File: src/axi_sim_pkg.sv
// AXI simulation responder shared definitions

package axi_sim_pkg;

    ////////////////////
    // bus widths
    ////////////////////

    // byte address
    localparam int ADDR_W = 32;

    // data word and its byte strobes
    localparam int DATA_W = 32;
    localparam int STRB_W = DATA_W / 8;

    // latency down-counter, enough for 0..15 wait cycles
    localparam int LAT_W = 4;

    ////////////////////
    // channel state
    ////////////////////

    // IDLE takes an address, WAIT counts latency,
    // DATA holds wready open (write only), RESP holds the response valid
    typedef enum logic [1:0] {
        IDLE = 2'd0,
        WAIT = 2'd1,
        DATA = 2'd2,
        RESP = 2'd3
    } chan_state_t;

    ////////////////////
    // response codes
    ////////////////////

    // AXI two-bit response field
    typedef enum logic [1:0] {
        RESP_OKAY   = 2'b00,
        RESP_SLVERR = 2'b10
    } axi_resp_t;

endpackage

File: src/axi_write_channel.sv
// AXI write channel with fixed latency and console capture
`timescale 1ns/1ps

module axi_write_channel #(
    parameter int          WRITE_LATENCY = 5,
    parameter int          MEM_WORDS     = 256,
    parameter logic [13:0] CONSOLE_ADDR  = 14'h1000
) (
    input  logic                             clk,
    input  logic                             rst,

    // write address
    input  logic [axi_sim_pkg::ADDR_W-1:0]   awaddr,
    input  logic                             awvalid,
    output logic                             awready,

    // write data
    input  logic [axi_sim_pkg::DATA_W-1:0]   wdata,
    input  logic [axi_sim_pkg::STRB_W-1:0]   wstrb,
    input  logic                             wvalid,
    output logic                             wready,

    // write response
    output axi_sim_pkg::axi_resp_t           bresp,
    output logic                             bvalid,
    input  logic                             bready,

    // scratch memory write port
    output logic                             mem_wr_en,
    output logic [$clog2(MEM_WORDS)-1:0]     mem_wr_word,
    output logic [axi_sim_pkg::DATA_W-1:0]   mem_wr_data,
    output logic [axi_sim_pkg::STRB_W-1:0]   mem_wr_strb,

    // console output
    output logic                             console_valid,
    output logic [7:0]                       console_byte
);
    import axi_sim_pkg::*;

    localparam int WORD_W = $clog2(MEM_WORDS);

    chan_state_t       state;
    logic [LAT_W-1:0]  count;
    logic [WORD_W-1:0] word_q;
    logic              is_console;
    logic              aw_fire;
    logic              w_fire;
    logic              b_fire;

    ////////////////////
    // handshakes
    ////////////////////

    assign awready = (state == IDLE);
    assign wready  = (state == DATA);
    assign bvalid  = (state == RESP);

    assign aw_fire = awvalid & awready;
    assign w_fire  = wvalid & wready;
    assign b_fire  = bvalid & bready;

    // always OKAY, console writes included
    assign bresp = RESP_OKAY;

    ////////////////////
    // data beat steering
    ////////////////////

    // console writes never reach the memory
    assign mem_wr_en   = w_fire & ~is_console;
    assign mem_wr_word = word_q;
    assign mem_wr_data = wdata;
    assign mem_wr_strb = wstrb;

    ////////////////////
    // control FSM
    ////////////////////

    always_ff @(posedge clk) begin
        if (rst) begin
            state         <= IDLE;
            count         <= '0;
            console_valid <= 1'b0;
        end else begin
            // single-cycle strobe on the w handshake
            console_valid <= w_fire & is_console;

            unique case (state)
                IDLE: begin
                    if (aw_fire) begin
                        count <= LAT_W'(WRITE_LATENCY);
                        state <= WAIT;
                    end
                end
                WAIT: begin
                    if (count == '0) begin
                        state <= DATA;
                    end else begin
                        count <= count - 1'b1;
                    end
                end
                DATA: begin
                    // wready stays open until the master offers data
                    if (w_fire) begin
                        state <= RESP;
                    end
                end
                RESP: begin
                    if (b_fire) begin
                        state <= IDLE;
                    end
                end
                default: begin
                    state <= IDLE;
                end
            endcase
        end
    end

    ////////////////////
    // address and console byte
    ////////////////////

    // decode once on the latched address, low 14 bits only
    always_ff @(posedge clk) begin
        if (aw_fire) begin
            word_q     <= awaddr[WORD_W+1:2];
            is_console <= (awaddr[13:0] == CONSOLE_ADDR);
        end
        if (w_fire && is_console) begin
            console_byte <= wdata[7:0];
        end
    end

endmodule

File: config.mk
export PLATFORM = sky130hd
export DESIGN_NAME = axi_write_channel
export DESIGN_NICKNAME = d
export VERILOG_FILES = /design/src/axi_sim_pkg.sv /design/src/axi_write_channel.sv
export SDC_FILE = /design/constraint.sdc
export NUM_CORES = 1
export LEC_CHECK = 0
export BUFFER_PORTS_ARGS = -buffer_cell sky130_fd_sc_hd__buf_2
export CORE_UTILIZATION = 38
export CTS_CLUSTER_DIAMETER = 120
export CTS_CLUSTER_SIZE = 40
export DETAILED_ROUTE_END_ITERATION = 6
export PLACE_DENSITY = 0.95
export SLEW_MARGIN = 25
export SYNTH_ARGS = -nofsm -noshare
export SYNTH_HDL_FRONTEND = slang
export SYNTH_SLANG_ARGS = --single-unit
File: constraint.sdc
create_clock -name clk -period 2.5 [get_ports clk]
set_input_delay 0.125 -clock clk [delete_from_list [all_inputs] [get_ports clk]]
set_output_delay 0.125 -clock clk [all_outputs]
set_load 0.005 [all_outputs]
; After elaboration in Yosys (flattened, before gate mapping)
; Cells that the tools add are included.
[op_classes]
n_addsub = 1
bitwise_logic = 6
n_reduce_logical = 6
mux = 8
eq_ne = 9
[ops]
columns = cell, n
row1 = $eq 14x13->1 const B, 1
row2 = $mux 2, 4
row3 = $mux 4, 2
row4 = $pmux 2 s4, 1
row5 = $pmux 4 s2, 1
row6 = $ne 2x1->1 const B, 3
row7 = $and 1x1->1, 5
row8 = $eq 2x2->1 const B, 2
row9 = $logic_not 4->1, 1
row10 = $ne 2x2->1 const B, 2
row11 = $reduce_and 4->1, 1
row12 = $sub 4x1->4 const B, 1
row13 = $reduce_and 3->1, 1
row14 = $eq 2x1->1 const B, 1
row15 = $logic_not 2->1, 1
row16 = $reduce_bool 2->1, 1
row17 = $logic_and 1x1->1, 1
row18 = $not 1->1, 1
[totals]
in_bits = 73
elab_cells = 36
reg_bits = 24
output_inout_bits = 59

; Longest topological paths before layout
[depth]
ltp_word = 4
mapped_depth = 5
ltp_nobuf = 5

; Least setup slack after synthesis
; Ideal clock, no wire load.
[synth_timing]
path_type = register -> register
start = register count[0]
end = register state[0]
path_slack_ns = 0.889
period_less_slack_ns = 1.611
t_arrival_ns = 1.540
setup_ns = 0.072
path_buffers = 0
t_required_ns = 2.428
path_stages_with_launch = 6
path_cell_list = dfxtp_1 -> inv_1 -> ha_1 -> or3b_4 -> a2111oi_4 -> mux2i_1
[synth_via]
elab_chain_cells = 3
[synth_lines]
columns = element, line_no
row1 = "start, declared", axi_write_channel.sv:43  ; logic [LAT_W-1:0] count;
row2 = "start signal, assigned", axi_write_channel.sv:91  ; count <= LAT_W'(WRITE_LATENCY);
row3 = "start signal, assigned", axi_write_channel.sv:99  ; count <= count - 1'b1;
row4 = $logic_not 4->1, axi_write_channel.sv:96  ; if (count == '0) begin
row5 = $ne 2x2->1 (no source line), --
row6 = $reduce_and 4->1 (no source line), --
row7 = "end signal, assigned", axi_write_channel.sv:92  ; state <= WAIT;
row8 = "end signal, assigned", axi_write_channel.sv:97  ; state <= DATA;
row9 = "end signal, assigned", axi_write_channel.sv:105  ; state <= RESP;
row10 = "end, declared", axi_write_channel.sv:42  ; chan_state_t state;
; No other way between the ends.
; A chain may end at the register's enable or synchronous reset.

; Worst setup path after layout
; Same ends and word-level chain as after synthesis.

==> results.py <==
metrics = {
    "run_status": {
        "outcome": "finished, final reports clean",
    },
    "critical_path": {
        "cp-start-kind": "register",
        "end_kind": "register",
        "r2r_slack_ns": 0.72,
        "criticalPathCategory": "reg -> reg",
        "crit_fanout": 4,
        "reg2reg_depth": 5,
        "cp.required_ns": 2.74,
        "arrival_ns": 2.02,
    },
    "clock_tree": {
        "numCtsBuffers": 3,
        "cts_resized": 0,
        "cts_hold_buf": 13,
        "cts.sinks": 24,
        "h-tree-depth": 1,
        "cts_tree": "built",
        "cts_setup_buffers": 0,
        "cts_root_buf": "clkbuf_4",
        "insertion_delay_ns": 0.31,
        "clk_pin_slew_ns": 0.13,
        "clockBufferDepth": 2,
    },
    "route": {
        "drc_errors": 0,
        "vias": 897,
        "wl_per_cell_um": 12.41,
        "drt-initial-drc-count": 33,
        "firstDrtPassIters": 4,
        "wl_mm": 2.433,
        "ant_nets": 0,
        "vias_per_cell": 4.577,
    },
    "floorplan": {
        "start_util": 0.3975,
        "io_pins": 132,
        "die_area_um2": 3730,
        "rows": 21,
        "core_um2": 3337,
        "die_h_um": 61.08,
        "die_x_um": 61.08,
    },
    "synthesis": {
        "yosysTopAreaCellShare": 0.3849,
        "ys_seq_elements": 24,
        "ys.flop_type": "edfxtp_1",
        "async_flop_share": 0,
        "synth_area_leaders": "edfxtp_1 (38%), buf_4 (22%), dfxtp_1 (11%), ha_1 (4.7%), a2111oi_4 (2.1%)",
        "syn_area_um2": 1326,
        "synthTopCellsByCount": "buf_4 (38), edfxtp_1 (17), dfxtp_1 (7)",
        "syn-mean-instance-area_um2": 11.74,
        "synth_edf_count": 17,
        "ys_warn_count": 0,
        "synth_most_common_cell": "buf_4",
        "ys_seq_area_frac": 0.4906,
        "yosysUniqueCellTypes": 35,
        "yosys.area.top_type": "edfxtp_1",
        "syn_inst": 113,
    },
    "sta": {
        "finalHoldViolCount": 0,
        "slew_violations": 0,
        "period_minus_slack_ns": 1.777,
        "fin_crit_sh": 0.7109,
        "hold_ws_ns": 0.1338,
        "rsz0062_at_grt": "false",
        "tns_ns": 0,
        "fmax_mhz": 562.6,
        "setup_viol": 0,
        "fin_skew_ns": 0.004199,
    },
    "pwr": {
        "power-per-cell-area_nw_per_um2": 829.3,
        "total_power_w": 0.001316,
        "ir_worst_vdd_mv": 0.2330,
        "power_leakage_nw": 0.6880,
    },
    "grt": {
        "track_usage": 0.1178,
        "overflow": 0,
        "antenna_found_initial": 0,
        "grt_pass1_wl_mm": 3.180,
        "grt_max_degree": 15,
        "grt_pass1_vias": 789,
    },
    "finish": {
        "diodes": 0,
        "fillers": 301,
        "nNetsFinal": 229,
        "fin_area_um2": 1587,
        "areaGrowthSynthToFinish_pct": 19.62,
        "layout-drive-gt1-share": 0.4333,
        "fin_cells": 196,
    },
    "placement": {
        "gp_congestion": 0.7368,
        "dp_hpwl_mm": 1.634,
        "placed_cell_area_um2": 1374,
        "placedCellCount": 176,
        "port_buffers": 55,
    },
    "worst_hold_path": {
        "holdPathStages": 2,
        "min_path_type": "in -> reg",
    },
    "run": {
        "maxCapViolations": 0,
    },
}
[flip-flops by register name, indices dropped and copies added, names as in the netlist]
| signal | cells |
|---|---|
| count | 4 |
| state | 2 |
| mem_wr_word | 8 |
| is_console | 1 |
| console_valid | 1 |
| console_byte | 8 |
[layout make-up]
type	count	area [um2]	share of cell area
flip-flops and latches	24	650.6	0.4101
repair buffers	71	435.4	0.2744
multi-input cells	46	371.6	0.2342
well taps	46	57.56	0.03628
clock inverters	1	30.03	0.01893
clock buffers	3	22.52	0.01420
inverters	5	18.77	0.01183
[per-layer routing]
metal | routed length [um] | global-route usage | vias to the layer above
met2 | 1345 | 0.2298 | 42
met1 | 879 | 0.1130 | 419
met3 | 132 | 0.01471 | 10
met4 | 74 | 0.08117 | 0
met5 | 0 | 0 | -
li1 | - | - | 426
[layout by cell type (no fill, tap or decap), types with 2 or more instances in the layout]
cell type,n
a211o_1,2
buf_2,55
clkbuf_4,3
conb_1,2
dfxtp_1,7
dlygate4sd3_1,16
edfxtp_1,17
ha_1,5
inv_1,5
mux2i_1,2
nand2_1,3
nand2b_1,3
nor2_1,3
nor2b_1,3
nor4_1,2
[logic make-up (layout without fill, tap and decap cells)]
kind of cell,count (synthesis),in the layout,synth area share
compound gates,9,9,0.07076
fa+ha+maj,5,5,0.04717
buf+inv,44,80,0.2321
flops,24,24,0.4906
mux,3,3,0.02358
other cells,1,2,0.002827
simple gates,27,27,0.1330
[where the power goes]
group / switching (W) / internal, W / total, W
registers: 0.0000476 / 0.000517 / 0.000564
logic: 0.000232 / 0.000245 / 0.000477
clock network: 0.000112 / 0.000162 / 0.000274
[stage by stage]
stage | setup WS, ns | util
floorplan | 0.8888 | -
global placement | 0.7783 | 0.4117
detailed placement | 0.7601 | 0.4117
CTS | 0.7158 | 0.4664
global route | 0.6346 | 0.4754
finish | 0.7226 | 0.4754
[critical path: stages, from the launching register on]
cell and delay, ns:
dfxtp_1 0.35, inv_1 0.08, ha_1 0.20, or3b_4 0.42, a2111oi_4 0.42, mux2i_1 0.25
[final timing paths]
kind	startpoint	end
setup / recovery	count[0]	state[0]
hold / removal	rst	console_valid
setup reg to reg	count[0]	state[0]
hold reg to reg	state[1]	state[1]
Power figures use the tool's default switching activity.
