File: src/axi_sim_pkg.sv
// AXI simulation responder shared definitions

package axi_sim_pkg;

    ////////////////////
    // bus widths
    ////////////////////

    // byte address
    localparam int ADDR_W = 32;

    // data word and its byte strobes
    localparam int DATA_W = 32;
    localparam int STRB_W = DATA_W / 8;

    // latency down-counter, enough for 0..15 wait cycles
    localparam int LAT_W = 4;

    ////////////////////
    // channel state
    ////////////////////

    // IDLE takes an address, WAIT counts latency,
    // DATA holds wready open (write only), RESP holds the response valid
    typedef enum logic [1:0] {
        IDLE = 2'd0,
        WAIT = 2'd1,
        DATA = 2'd2,
        RESP = 2'd3
    } chan_state_t;

    ////////////////////
    // response codes
    ////////////////////

    // AXI two-bit response field
    typedef enum logic [1:0] {
        RESP_OKAY   = 2'b00,
        RESP_SLVERR = 2'b10
    } axi_resp_t;

endpackage

File: src/axi_read_channel.sv
// AXI read channel with fixed latency
`timescale 1ns/1ps

module axi_read_channel #(
    parameter int READ_LATENCY = 5,
    parameter int MEM_WORDS    = 256
) (
    input  logic                             clk,
    input  logic                             rst,

    // read address
    input  logic [axi_sim_pkg::ADDR_W-1:0]   araddr,
    input  logic                             arvalid,
    output logic                             arready,

    // read data
    output logic [axi_sim_pkg::DATA_W-1:0]   rdata,
    output axi_sim_pkg::axi_resp_t           rresp,
    output logic                             rvalid,
    input  logic                             rready,

    // scratch memory read port
    output logic                             mem_rd_en,
    output logic [$clog2(MEM_WORDS)-1:0]     mem_rd_word,
    input  logic [axi_sim_pkg::DATA_W-1:0]   mem_rd_data
);
    import axi_sim_pkg::*;

    localparam int WORD_W = $clog2(MEM_WORDS);

    chan_state_t      state;
    logic [LAT_W-1:0] count;
    logic             capture;
    logic             ar_fire;
    logic             r_fire;

    ////////////////////
    // handshakes
    ////////////////////

    assign arready = (state == IDLE);
    assign rvalid  = (state == RESP);
    assign ar_fire = arvalid & arready;
    assign r_fire  = rvalid & rready;

    // memory samples the word index on the acceptance edge
    assign mem_rd_en   = ar_fire;
    assign mem_rd_word = araddr[WORD_W+1:2];

    // no error path in this responder
    assign rresp = RESP_OKAY;

    ////////////////////
    // control FSM
    ////////////////////

    always_ff @(posedge clk) begin
        if (rst) begin
            state   <= IDLE;
            count   <= '0;
            capture <= 1'b0;
        end else begin
            // memory data is ready one edge after acceptance
            capture <= ar_fire;

            unique case (state)
                IDLE: begin
                    if (ar_fire) begin
                        count <= LAT_W'(READ_LATENCY);
                        state <= WAIT;
                    end
                end
                WAIT: begin
                    if (count == '0) begin
                        state <= RESP;
                    end else begin
                        count <= count - 1'b1;
                    end
                end
                RESP: begin
                    // next address accepted only after the data beat
                    if (r_fire) begin
                        state <= IDLE;
                    end
                end
                default: begin
                    state <= IDLE;
                end
            endcase
        end
    end

    ////////////////////
    // read data
    ////////////////////

    // held until the r handshake since only one read is in flight
    always_ff @(posedge clk) begin
        if (capture) begin
            rdata <= mem_rd_data;
        end
    end

endmodule

File: config.mk
export PLATFORM = sky130hd
export DESIGN_NAME = axi_read_channel
export DESIGN_NICKNAME = d
export VERILOG_FILES = /design/src/axi_sim_pkg.sv /design/src/axi_read_channel.sv
export SDC_FILE = /design/constraint.sdc
export NUM_CORES = 1
export LEC_CHECK = 0
export ABC_CLOCK_PERIOD_IN_PS = 1800
export BUFFER_PORTS_ARGS = -buffer_cell sky130_fd_sc_hd__buf_4
export CAP_MARGIN = 20
export CORE_ASPECT_RATIO = 0.7
export CORE_MARGIN = 2
export CORE_UTILIZATION = 38
export CTS_CLUSTER_SIZE = 24
export DETAILED_ROUTE_END_ITERATION = 7
export PLACE_DENSITY = 0.79
export SETUP_SLACK_MARGIN = 0.02
export SYNTH_ARGS = -nofsm -noshare
export SYNTH_HDL_FRONTEND = slang
export SYNTH_SLANG_ARGS = --single-unit
File: constraint.sdc
create_clock -name clk -period 1.8 [get_ports clk]
set_input_delay 0 -clock clk [delete_from_list [all_inputs] [get_ports clk]]
set_output_delay 0 -clock clk [all_outputs]
set_load 0.05 [all_outputs]
# Yosys cells after proc, flatten, opt, wreduce, memory -nomap -nowiden
# Index checks and enable logic that the tools add are counted.
# Widths: inputs -> output; s select.
# totals
inputBits	68
out_inout_bits	45
elab_cells	25
regBits	39
# op_classes
n_eq_ne	6
n_reduce_logical	5
bitwise_logic	2
n_mux	7
addsub	1
# op_table
operator	count
$mux 4	2
$pmux 4 s2	1
$mux 2	3
$pmux 2 s3	1
$reduce_and 3->1	2
$logic_not 4->1	1
$ne 2x1->1 const B	2
$ne 2x2->1 const B	2
$sub 4x1->4 const B	1
$and 1x1->1	2
$eq 2x1->1 const B	1
$eq 2x2->1 const B	1
$logic_not 2->1	1
$reduce_bool 2->1	1

# Longest topological paths before layout
# Gate-level depths: netlist of the first run.
# depth
depth_word	4
mapped_depth	5
ltp_nobuf	5

# Least setup slack after synthesis of the first run
# Ideal clock, no wire load.
# synth_timing
kind	reg-to-reg
from	register count[0]
to	register count[3]
t_required_ns	1.730
setup_ns	0.070
path_stages_with_launch	6
path_buffers	0
synth_period_minus_slack_ns	1.382
arrival_ns	1.312
slack_ns	0.418
cell_sequence	dfxtp_1 > inv_1 > ha_1 > nor4bb_1 > or4_1 > a21oi_1
# synth_via
elab_chain_cells	3
word_cells_on_any_way	6
cone_classes	add/sub (1); eq/ne (1); mux (2); reduce/logical (2)
# synth_rtl
element	line_no	rtl
start, declared	axi_read_channel.sv:32	logic [LAT_W-1:0] count;
start signal, assigned	axi_read_channel.sv:69	count <= LAT_W'(READ_LATENCY);
start signal, assigned	axi_read_channel.sv:77	count <= count - 1'b1;
$sub 4x1->4 or $logic_not 4->1 (tied branches)	axi_read_channel.sv:77, axi_read_channel.sv:74	
$mux 4 or $ne 2x2->1 (tied branches)	-	
$pmux 4 s2 or $reduce_and 3->1 (tied branches)	-	
# Parallel ways exist; a longest one is shown, timed or not. The select of a mux whose other input is x is not followed.
# A chain may end at the register's enable or synchronous reset.

# Worst setup path in the final report of the first run
# layout_timing
from	register state[0]
to	register state[0]
# layout_via
elab_chain_cells	4
word_cells_on_any_way	10
cone_classes	eq/ne (5); mux (1); bitwise (2); reduce/logical (2)
# layout_rtl
element	line_no	rtl
start, declared	axi_read_channel.sv:31	chan_state_t state;
start signal, assigned	axi_read_channel.sv:59	state <= IDLE;
start signal, assigned	axi_read_channel.sv:70	state <= WAIT;
start signal, assigned	axi_read_channel.sv:75	state <= RESP;
$eq 2x2->1 or $logic_not 2->1 (tied branches)	axi_read_channel.sv:42, axi_read_channel.sv:66, axi_read_channel.sv:41	
$and 1x1->1, on equally long branches	axi_read_channel.sv:44, axi_read_channel.sv:43	
$ne 2x1->1 (no line)	-	
$reduce_and 3->1 (no line)	-	
# Parallel ways exist; a longest one is shown, timed or not.

==> results.toml, run 1 <==
[yosys]
synth-seq-cells = 39
yosysMostFrequentCell = "edfxtp_1"
synth_edf_count = 32
yosys-top-cells-area = "edfxtp_1, dfxtp_1, buf_4"
async_reset_ff_share_pct = 0
syn_inst = 80
yosys_warnings = 0
yosysTopAreaCell = "edfxtp_1"
syn_avg_cell_area_um2 = 17.2
synth_flop_cell = "edfxtp_1"
syn_area_um2 = 1370
ys_seq_area_share_pct = 80.1
ys_top_cells_by_count = "edfxtp_1, buf_4, dfxtp_1, a21oi_1"
yosys.area.top_type_share_pct = 69.9
ys_types = 23

[placed_design]
place.gp.congestion = 0.640
place_area_um2 = 1900
portBuffers = 70

[critical_path]
criticalPathCategory = "reg2reg"
arrival_ps = 1740
rr_startpoint = "state[0]$_SDFFE_PP0P_"
critical_path_buf_inv_count = 1
crit_start = "state[0]$_SDFFE_PP0P_"
crit_path_end_kind = "register"
cp_cell_sequence = "o21bai_1, a21oi_1, dlygate4sd3_1"
cp_top_family = "buffers and inverters"
slowest_stage = "dlygate4sd3_1"
startpoint_type = "register"
required_ps = 1980
critPathMaxStageDelay_ps = 570
worst-path-max-fanout = 8

[drt]
drt_first_iter_violations = 59
wl_per_cell_um = 14.4
wirelength_mm = 3.38
drc = 0
route.vias.total = 1043
final_antenna_net_count = 0
drt_pre_antenna_iters = 4
vias_per_cell = 4.44

[clock_tree]
cts_max_path_buffers = 2
clkTransAtPathRegs_ps = 70
post_cts_resized = 0
cts_buffers = 5
cts_tree = "built"
post-cts-setup-buffer-count = 0
ctsHoldBuffers = 35
clkLatencyLatePin_ps = 290
h-tree-depth = 2
cts_sinks = 39
root_buffer = "clkbuf_8"

[global_route]
grt_pass1_wl_mm = 4.43
antenna_found_initial = 0
grt_pass1_vias = 967
grt_max_degree = 33
grt_overflow = 0
gr-usage-all-layers_pct = 16.0

[power_and_ir_drop]
power_mw = 2.09
leakagePower_nw = 0.966
p_per_area_nw_per_um2 = 895
ir_drop_uv = 480

[worst_hold_path]
hold_path_class = "in2out"
worstHoldStart = "araddr[7]"

[cells_and_area]
syn2layout_area_growth_pct = 69.9
fin_nets = 253
final_util_pct = 66.8
fill_cells = 231
layout-drive-gt1-share_pct = 43.2
stdcell_area_um2 = 2330
num_antenna_cells = 0
multi_input_area_um2 = 190
seq_area_um2 = 1100

[timing]
rsz0062_at_grt = "no"
hold_viol = 0
drv_slew = 0
finalCritPeriodShare_pct = 86.7
fin_worst_skew_ps = 2.97
setup_viol = 0
period_needed_ps = 1560
worst_pin_slew_ps = 609
setup_tns_ps = 0
fin_hold_ws_ps = 0.0193
slew_headroom_pct = 58.9
timing.fmax_mhz = 641

[floorplan]
fp-row-count = 18
coreArea_um2 = 3490
fp.dieH_um = 54.3
io_pins = 113
dieArea_um2 = 4120
die_x_um = 75.9
start_util_pct = 39.4

[run]
cap_violations = 0

[outcome]
status = "finished, final reports clean"
registers in the layout, summed over array words and instances (netlist names):
| name | count |
|---|---|
| count | 4 |
| state | 2 |
| capture | 1 |
| rdata | 32 |
layout make-up:
type	count	share of cell area, %
inverter	3	0.483
sequential	39	47.2
clock buffer	6	3.11
multi-input combinational	29	8.15
tap	50	2.68
clock inverter	2	0.536
timing repair buffer	106	37.9
final timing paths:
kind	to	slack, ps	depth (start not counted)
worst max register to register	state[0]$_SDFFE_PP0P_	240	3
worst min-delay path	mem_rd_word[5]	0.02	0
worst max-delay path	state[0]$_SDFFE_PP0P_	240	3
worst min register to register	count[1]$_SDFFE_PP0P_	510	2
metal layers:
metal / wire (um) / track usage, % / vias to the layer above
met2: 1660 / 28.3 / 63
li1: - / - / 486
met5: 0 / 0 / -
met4: 56 / 8.19 / 0
met1: 1340 / 16.7 / 487
met3: 319 / 6.08 / 7
cell usage in the layout, fill, tap and decap left out, drive strengths merged:
master | netlist | layout
clkinvlp | 0 | 1
o21bai | 1 | 1
nor4bb | 1 | 1
clkinv | 0 | 1
o21a | 2 | 2
nor2b | 1 | 1
nand2b | 2 | 2
nor3b | 1 | 1
conb | 1 | 2
ha | 1 | 1
nor2 | 3 | 3
or3 | 2 | 2
a31oi | 1 | 1
edfxtp | 32 | 32
and2 | 1 | 1
o21ai | 2 | 2
or4 | 1 | 1
dlygate4sd3 | 0 | 35
clkbuf | 0 | 6
a21oi | 4 | 4
buf | 10 | 71
inv | 3 | 3
xnor2 | 1 | 1
or3b | 2 | 2
dfxtp | 7 | 7
mux2 | 1 | 1
kinds of logic (layout without fill, tap and decap cells):
| kind of cell | after synthesis | count (layout) | synth area share (%) |
|---|---|---|---|
| muxes | 1 | 1 | 0.820 |
| adders and majority gates | 1 | 1 | 0.911 |
| other | 1 | 2 | 0.273 |
| xor gates and xnor gates | 1 | 1 | 0.638 |
| AOI/OAI and AO/OA | 10 | 10 | 4.28 |
| and+or+nand+nor | 14 | 14 | 6.65 |
| buffers and inverters | 13 | 117 | 6.28 |
| DFF | 39 | 39 | 80.1 |
per-stage QoR:
| step | setup slack (ps) | instances |
|---|---|---|
| 2_1_floorplan | 418 | 81 |
| 3_3_place_gp | 371 | 192 |
| 3_5_place_dp | 274 | 192 |
| 4_1_cts | 255 | 235 |
| 5_1_grt | 95.0 | 235 |
| 6_report | 240 | 235 |
report_power, final:
part           switching, mW  internal [mW]  leakage (nW)
logic                  0.258          0.204         0.571
clock network          0.283          0.270        0.0412
registers             0.0331           1.04         0.353
Power figures use the tool's default switching activity.
==> run 2, diff against run 1 <==
--- a/config.mk
+++ b/config.mk
@@ -14,6 +14,7 @@
 export CTS_CLUSTER_SIZE = 24
 export DETAILED_ROUTE_END_ITERATION = 7
 export PLACE_DENSITY = 0.79
+export REMOVE_ABC_BUFFERS = 1
 export SETUP_SLACK_MARGIN = 0.02
 export SYNTH_ARGS = -nofsm -noshare
 export SYNTH_HDL_FRONTEND = slang
==> run 2 against run 1 <==
Fmax up 1.6%. Non-clock buffer count shrank 1. First-iteration DRC count is 25% lower. Cell area decreased by 0.43%. Final cell count decreased by 0.43%. Clock skew grew 3.4 ps. Combinational power about the same. Die area unchanged. Clock-buffer cell count is the same. Sequential cell count is the same. Worst setup slack improved by 24 ps. Sequential share of layout area increased by 0.20 points.
==> results.toml, run 2 (synthesis gave the netlist of run 1 again) <==
[global_route]
antenna_found_initial = 0
grt_pass1_wl_mm = 5.03
grt_max_degree = 33
gr-usage-all-layers_pct = 17.4
grt_pass1_vias = 1049
grt_overflow = 0

[drt]
wl_per_cell_um = 15.6
vias_per_cell = 4.47
wirelength_mm = 3.65
drt_first_iter_violations = 44
route.vias.total = 1047
drc = 0
drt_pre_antenna_iters = 3
final_antenna_net_count = 0

[timing]
slew_headroom_pct = 61.8
finalCritPeriodShare_pct = 85.3
worst_pin_slew_ps = 565
setup_tns_ps = 0
timing.fmax_mhz = 651
period_needed_ps = 1540
setup_viol = 0
fin_worst_skew_ps = 6.37
rsz0062_at_grt = "no"
drv_slew = 0
hold_viol = 0

[floorplan]
fp-row-count = 18
start_util_pct = 39.4
dieArea_um2 = 4120
die_x_um = 75.9
coreArea_um2 = 3490
io_pins = 113
fp.dieH_um = 54.3

[clock_tree]
clkTransAtPathRegs_ps = 70
post-cts-setup-buffer-count = 0
root_buffer = "clkbuf_8"
clkLatencyLatePin_ps = 280
cts_tree = "built"
h-tree-depth = 2
cts_max_path_buffers = 2
cts_buffers = 5
cts_sinks = 39

[cells_and_area]
num_antenna_cells = 0
final_cell_mix = "buf_4, dlygate4sd3_1, edfxtp_1"
largest_register_ffs = 32
stdcell_area_um2 = 2320
reg_top3 = "rdata (32), count (4), state (2)"
syn2layout_area_growth_pct = 69.1
final_common_cell = "buf_4"
top_register = "rdata"
layout-drive-gt1-share_pct = 43.5
fin_nets = 252
fill_cells = 248

[critical_path]
r2r_setup_slack_ps = 260
worst-path-max-fanout = 4
cp_cell_sequence = "inv_1, ha_1, nor4bb_1, or4_1, a21oi_1"
critPathMaxStageDelay_ps = 480
slowest_stage = "or4_1"
criticalPathCategory = "reg2reg"
arrival_ps = 1750
crit_path_end_kind = "register"
reg2reg_depth = 5
required_ps = 2010
worstReg2RegEnd = "count[3]$_SDFFE_PP0P_"
startpoint_type = "register"
rr_startpoint = "count[0]$_SDFFE_PP0P_"

[worst_hold_path]
hold_depth = 0
worstHoldStart = "araddr[6]"
holdPathEnd = "mem_rd_word[4]"
hold_path_class = "in2out"

[placed_design]
place_area_um2 = 1900
hpwl_mm = 2.18
place.gp.congestion = 0.674
portBuffers = 70

[outcome]
status = "finished, final reports clean"

[power_and_ir_drop]
p_int_mw = 1.51
p_per_area_nw_per_um2 = 896
clkPwrFrac_pct = 26.3
ir_drop_uv = 419
p_sw_mw = 0.569
power_mw = 2.08
leakagePower_nw = 0.962
power_switching_share_pct = 27.3
seq_power_share_pct = 51.6
combPwrFrac_pct = 22.1

[run]
cap_violations = 0
## run 2: cell types whose count changed in the layout (fill, tap and decap cells not counted)
| cell | delta |
|---|---|
| dlygate4sd3_1 | -1 |
## run 2: final cells by class
cell class                 count  area [um2]  share of cell area (%)
inverter                       3        11.3                   0.485
multi-input combinational     29         190                    8.19
sequential                    39        1100                    47.4
clock buffer                   6        72.6                    3.12
tap                           50        62.6                    2.69
clock inverter                 2        12.5                   0.539
timing repair buffer         105         873                    37.6
## run 2: worst max path at each step
stage	startpoint	endpoint	slack, ps	depth (start not counted)
4_1_cts	count[0]$_SDFFE_PP0P_	state[1]$_SDFFE_PP0P_	260	5
3_3_place_gp	count[0]$_SDFFE_PP0P_	state[1]$_SDFFE_PP0P_	370	5
2_1_floorplan	count[0]$_SDFFE_PP0P_	count[3]$_SDFFE_PP0P_	420	5
5_1_grt	count[0]$_SDFFE_PP0P_	state[1]$_SDFFE_PP0P_	170	5
3_5_place_dp	count[0]$_SDFFE_PP0P_	count[3]$_SDFFE_PP0P_	270	5
6_report	count[0]$_SDFFE_PP0P_	count[3]$_SDFFE_PP0P_	260	5
## run 2: through the flow
stage	setup WS [ps]	std cells	utilization [%]	hold WS, ps
2_1_floorplan	418	71	-	0
6_report	264	234	66.6	0.319
3_5_place_dp	272	192	54.4	0.399
5_1_grt	173	234	66.6	0.338
3_3_place_gp	371	192	54.4	0.399
4_1_cts	258	234	66.6	0.399
## run 2: metal layers
layer | part of all wire (%) | wire [um] | GRT usage (%)
met1 | 33 | 1200 | 15.3
met2 | 53 | 1940 | 33.5
met3 | 13 | 464 | 9.94
met4 | 1.4 | 50 | 5.26
met5 | 0 | 0 | 0
## run 2: power by group through the flow
stage | Combinational, mW | Clock [mW] | Sequential (mW)
after floorplan | 0.122 | 0 | 1.21
after global placement | 0.378 | 0 | 1.09
after detailed placement | 0.395 | 0 | 1.09
after CTS | 0.457 | 0.567 | 1.07
after global routing | 0.487 | 0.592 | 1.08
final | 0.460 | 0.548 | 1.07
## run 2: worst max-delay path: cells and delay by family (launching register included)
family                     cells  cell delay [ps]
and+or+nand+nor                2              650
DFF                            1              370
adders and majority gates      1              230
AOI/OAI and AO/OA              1              160
buffers and inverters          1               60
## run 2: timing repair
action	4_1_cts	5_1_grt
endpoints found under the hold margin	35	0
resized for setup	0	0
hold buffers	34	0
==> run 3, diff against run 2 <==
--- a/config.mk
+++ b/config.mk
@@ -9,11 +9,11 @@
 export BUFFER_PORTS_ARGS = -buffer_cell sky130_fd_sc_hd__buf_4
 export CAP_MARGIN = 20
 export CORE_ASPECT_RATIO = 0.7
-export CORE_MARGIN = 2
+export CORE_MARGIN = 1
 export CORE_UTILIZATION = 38
 export CTS_CLUSTER_SIZE = 24
 export DETAILED_ROUTE_END_ITERATION = 7
-export PLACE_DENSITY = 0.79
+export PLACE_DENSITY = 0.91
 export REMOVE_ABC_BUFFERS = 1
 export SETUP_SLACK_MARGIN = 0.02
 export SYNTH_ARGS = -nofsm -noshare
==> run 3 against run 2 <==
Worst setup slack worse by 4.9 ps. Non-clock buffer count unchanged. Critical path depth down 2. Clock-buffer cell count unchanged. Largest cell class unchanged.
==> results.toml, run 3 (synthesis gave the netlist of run 1 again) <==
[floorplan]
coreArea_um2 = 3300
dieArea_um2 = 3860
die_x_um = 73.9
io_pins = 113
fp-row-count = 17
fp.dieH_um = 52.3
start_util_pct = 41.7

[cells_and_area]
syn2layout_area_growth_pct = 72.3
final_util_pct = 71.8
reg_top3 = "rdata (32), count (4), state (2)"
final_common_cell = "buf_4"
fill_cells = 204
largest_register_ffs = 32
fin_nets = 252
layout-drive-gt1-share_pct = 43.5
num_antenna_cells = 0
final_cell_mix = "buf_4, dlygate4sd3_1, edfxtp_1"
top_register = "rdata"

[power_and_ir_drop]
ir_drop_uv = 543
leakagePower_nw = 0.986
p_per_area_nw_per_um2 = 1010

[timing]
fin_worst_skew_ps = 4.16
timing.fmax_mhz = 649
worst_pin_slew_ps = 504
setup_viol = 0
worst_slack_ps = 259
finalCritPeriodShare_pct = 85.6
setup_tns_ps = 0
drv_slew = 0
hold_viol = 0
fin_hold_ws_ps = 0.318
slew_headroom_pct = 65.9
period_needed_ps = 1540
rsz0062_at_grt = "no"

[placed_design]
place.gp.congestion = 0.610
hpwl_mm = 2.16
pre_cts_ws_ps = 296
portBuffers = 70

[clock_tree]
cts_sinks = 39
h-tree-depth = 2
post_cts_resized = 0
cts_tree = "built"
cts_buffers = 5
root_buffer = "clkbuf_8"
cts_max_path_buffers = 2
clkLatencyLatePin_ps = 280
clkTransAtPathRegs_ps = 80

[global_route]
grt_pass1_vias = 1074
grt_pass1_wl_mm = 5.48
antenna_found_initial = 0
gr-usage-all-layers_pct = 20.6
grt_max_degree = 33
grt_overflow = 0

[critical_path]
criticalPathCategory = "reg2reg"
reg2reg_depth = 3
critical_path_buf_inv_count = 1
crit_cells = 3
arrival_ps = 1710
startpoint_type = "register"
critPathMaxStageDelay_ps = 580
cp_cell_sequence = "o21bai_1, a21oi_1, dlygate4sd3_1"
worst-path-max-fanout = 8
required_ps = 1970
slowest_stage = "dlygate4sd3_1"
crit_path_end_kind = "register"
cp_top_family = "buffers and inverters"

[drt]
drt_pre_antenna_iters = 6
final_antenna_net_count = 0
drc = 0
route.vias.total = 1046
drt_first_iter_violations = 63
vias_per_cell = 4.53
wirelength_mm = 3.75
wl_per_cell_um = 16.2

[worst_hold_path]
hold_path_class = "in2out"
hold_depth = 0

[outcome]
status = "finished, final reports clean"

[run]
cap_violations = 0
-- run 3: changes by cell type in the layout (fill, tap and decap cells not counted) --
cell and change:
clkinvlp_4 -1, clkinv_2 -1, bufinv_16 +2
-- run 3: final timing paths --
path / slack, ps / start / to
setup reg to reg: 260 / state[0]$_SDFFE_PP0P_ / state[0]$_SDFFE_PP0P_
hold reg to reg: 530 / count[0]$_SDFFE_PP0P_ / count[0]$_SDFFE_PP0P_
hold / removal: 0.3 / araddr[8] / mem_rd_word[6]
setup / recovery: 260 / state[0]$_SDFFE_PP0P_ / state[0]$_SDFFE_PP0P_
-- run 3: layout make-up --
| cell class | instances | area [um2] | area share [%] |
|---|---|---|---|
| Clock inverter | 2 | 60.1 | 2.54 |
| Timing Repair Buffer | 105 | 873 | 36.9 |
| Tap cell | 47 | 58.8 | 2.48 |
| Clock buffer | 6 | 72.6 | 3.07 |
| Sequential cell | 39 | 1100 | 46.5 |
| Multi-Input combinational cell | 29 | 190 | 8.03 |
| Inverter | 3 | 11.3 | 0.476 |
-- run 3: timing repair --
| item | in CTS | in global routing |
|---|---|---|
| endpoints found under the hold margin | 35 | 0 |
| hold buffers | 34 | 0 |
| setup endpoints to repair | 0 | 0 |
| setup buffers | 0 | 0 |
-- run 3: power by group --
part | leakage (nW) | internal, mW | switching, mW
combinational | 0.567 | 0.203 | 0.257
sequential | 0.353 | 1.04 | 0.0350
clock | 0.0654 | 0.554 | 0.292
total | 0.986 | 1.80 | 0.584
-- run 3: through the flow --
stage | instance area (um2) | power (mW) | instances
after floorplan | 1300 | 1.33 | 71
final | 2370 | 2.38 | 231
after global routing | 2370 | 2.47 | 231
after global placement | 1890 | 1.46 | 189
after CTS | 2370 | 2.38 | 231
after detailed placement | 1890 | 1.49 | 189
-- run 3: routing by layer --
metal / global-route usage (%) / routed length, um
met1: 24.1 / 1510
met2: 34.9 / 1780
met5: 7.94 / 0
met4: 7.69 / 56
met3: 6.73 / 393
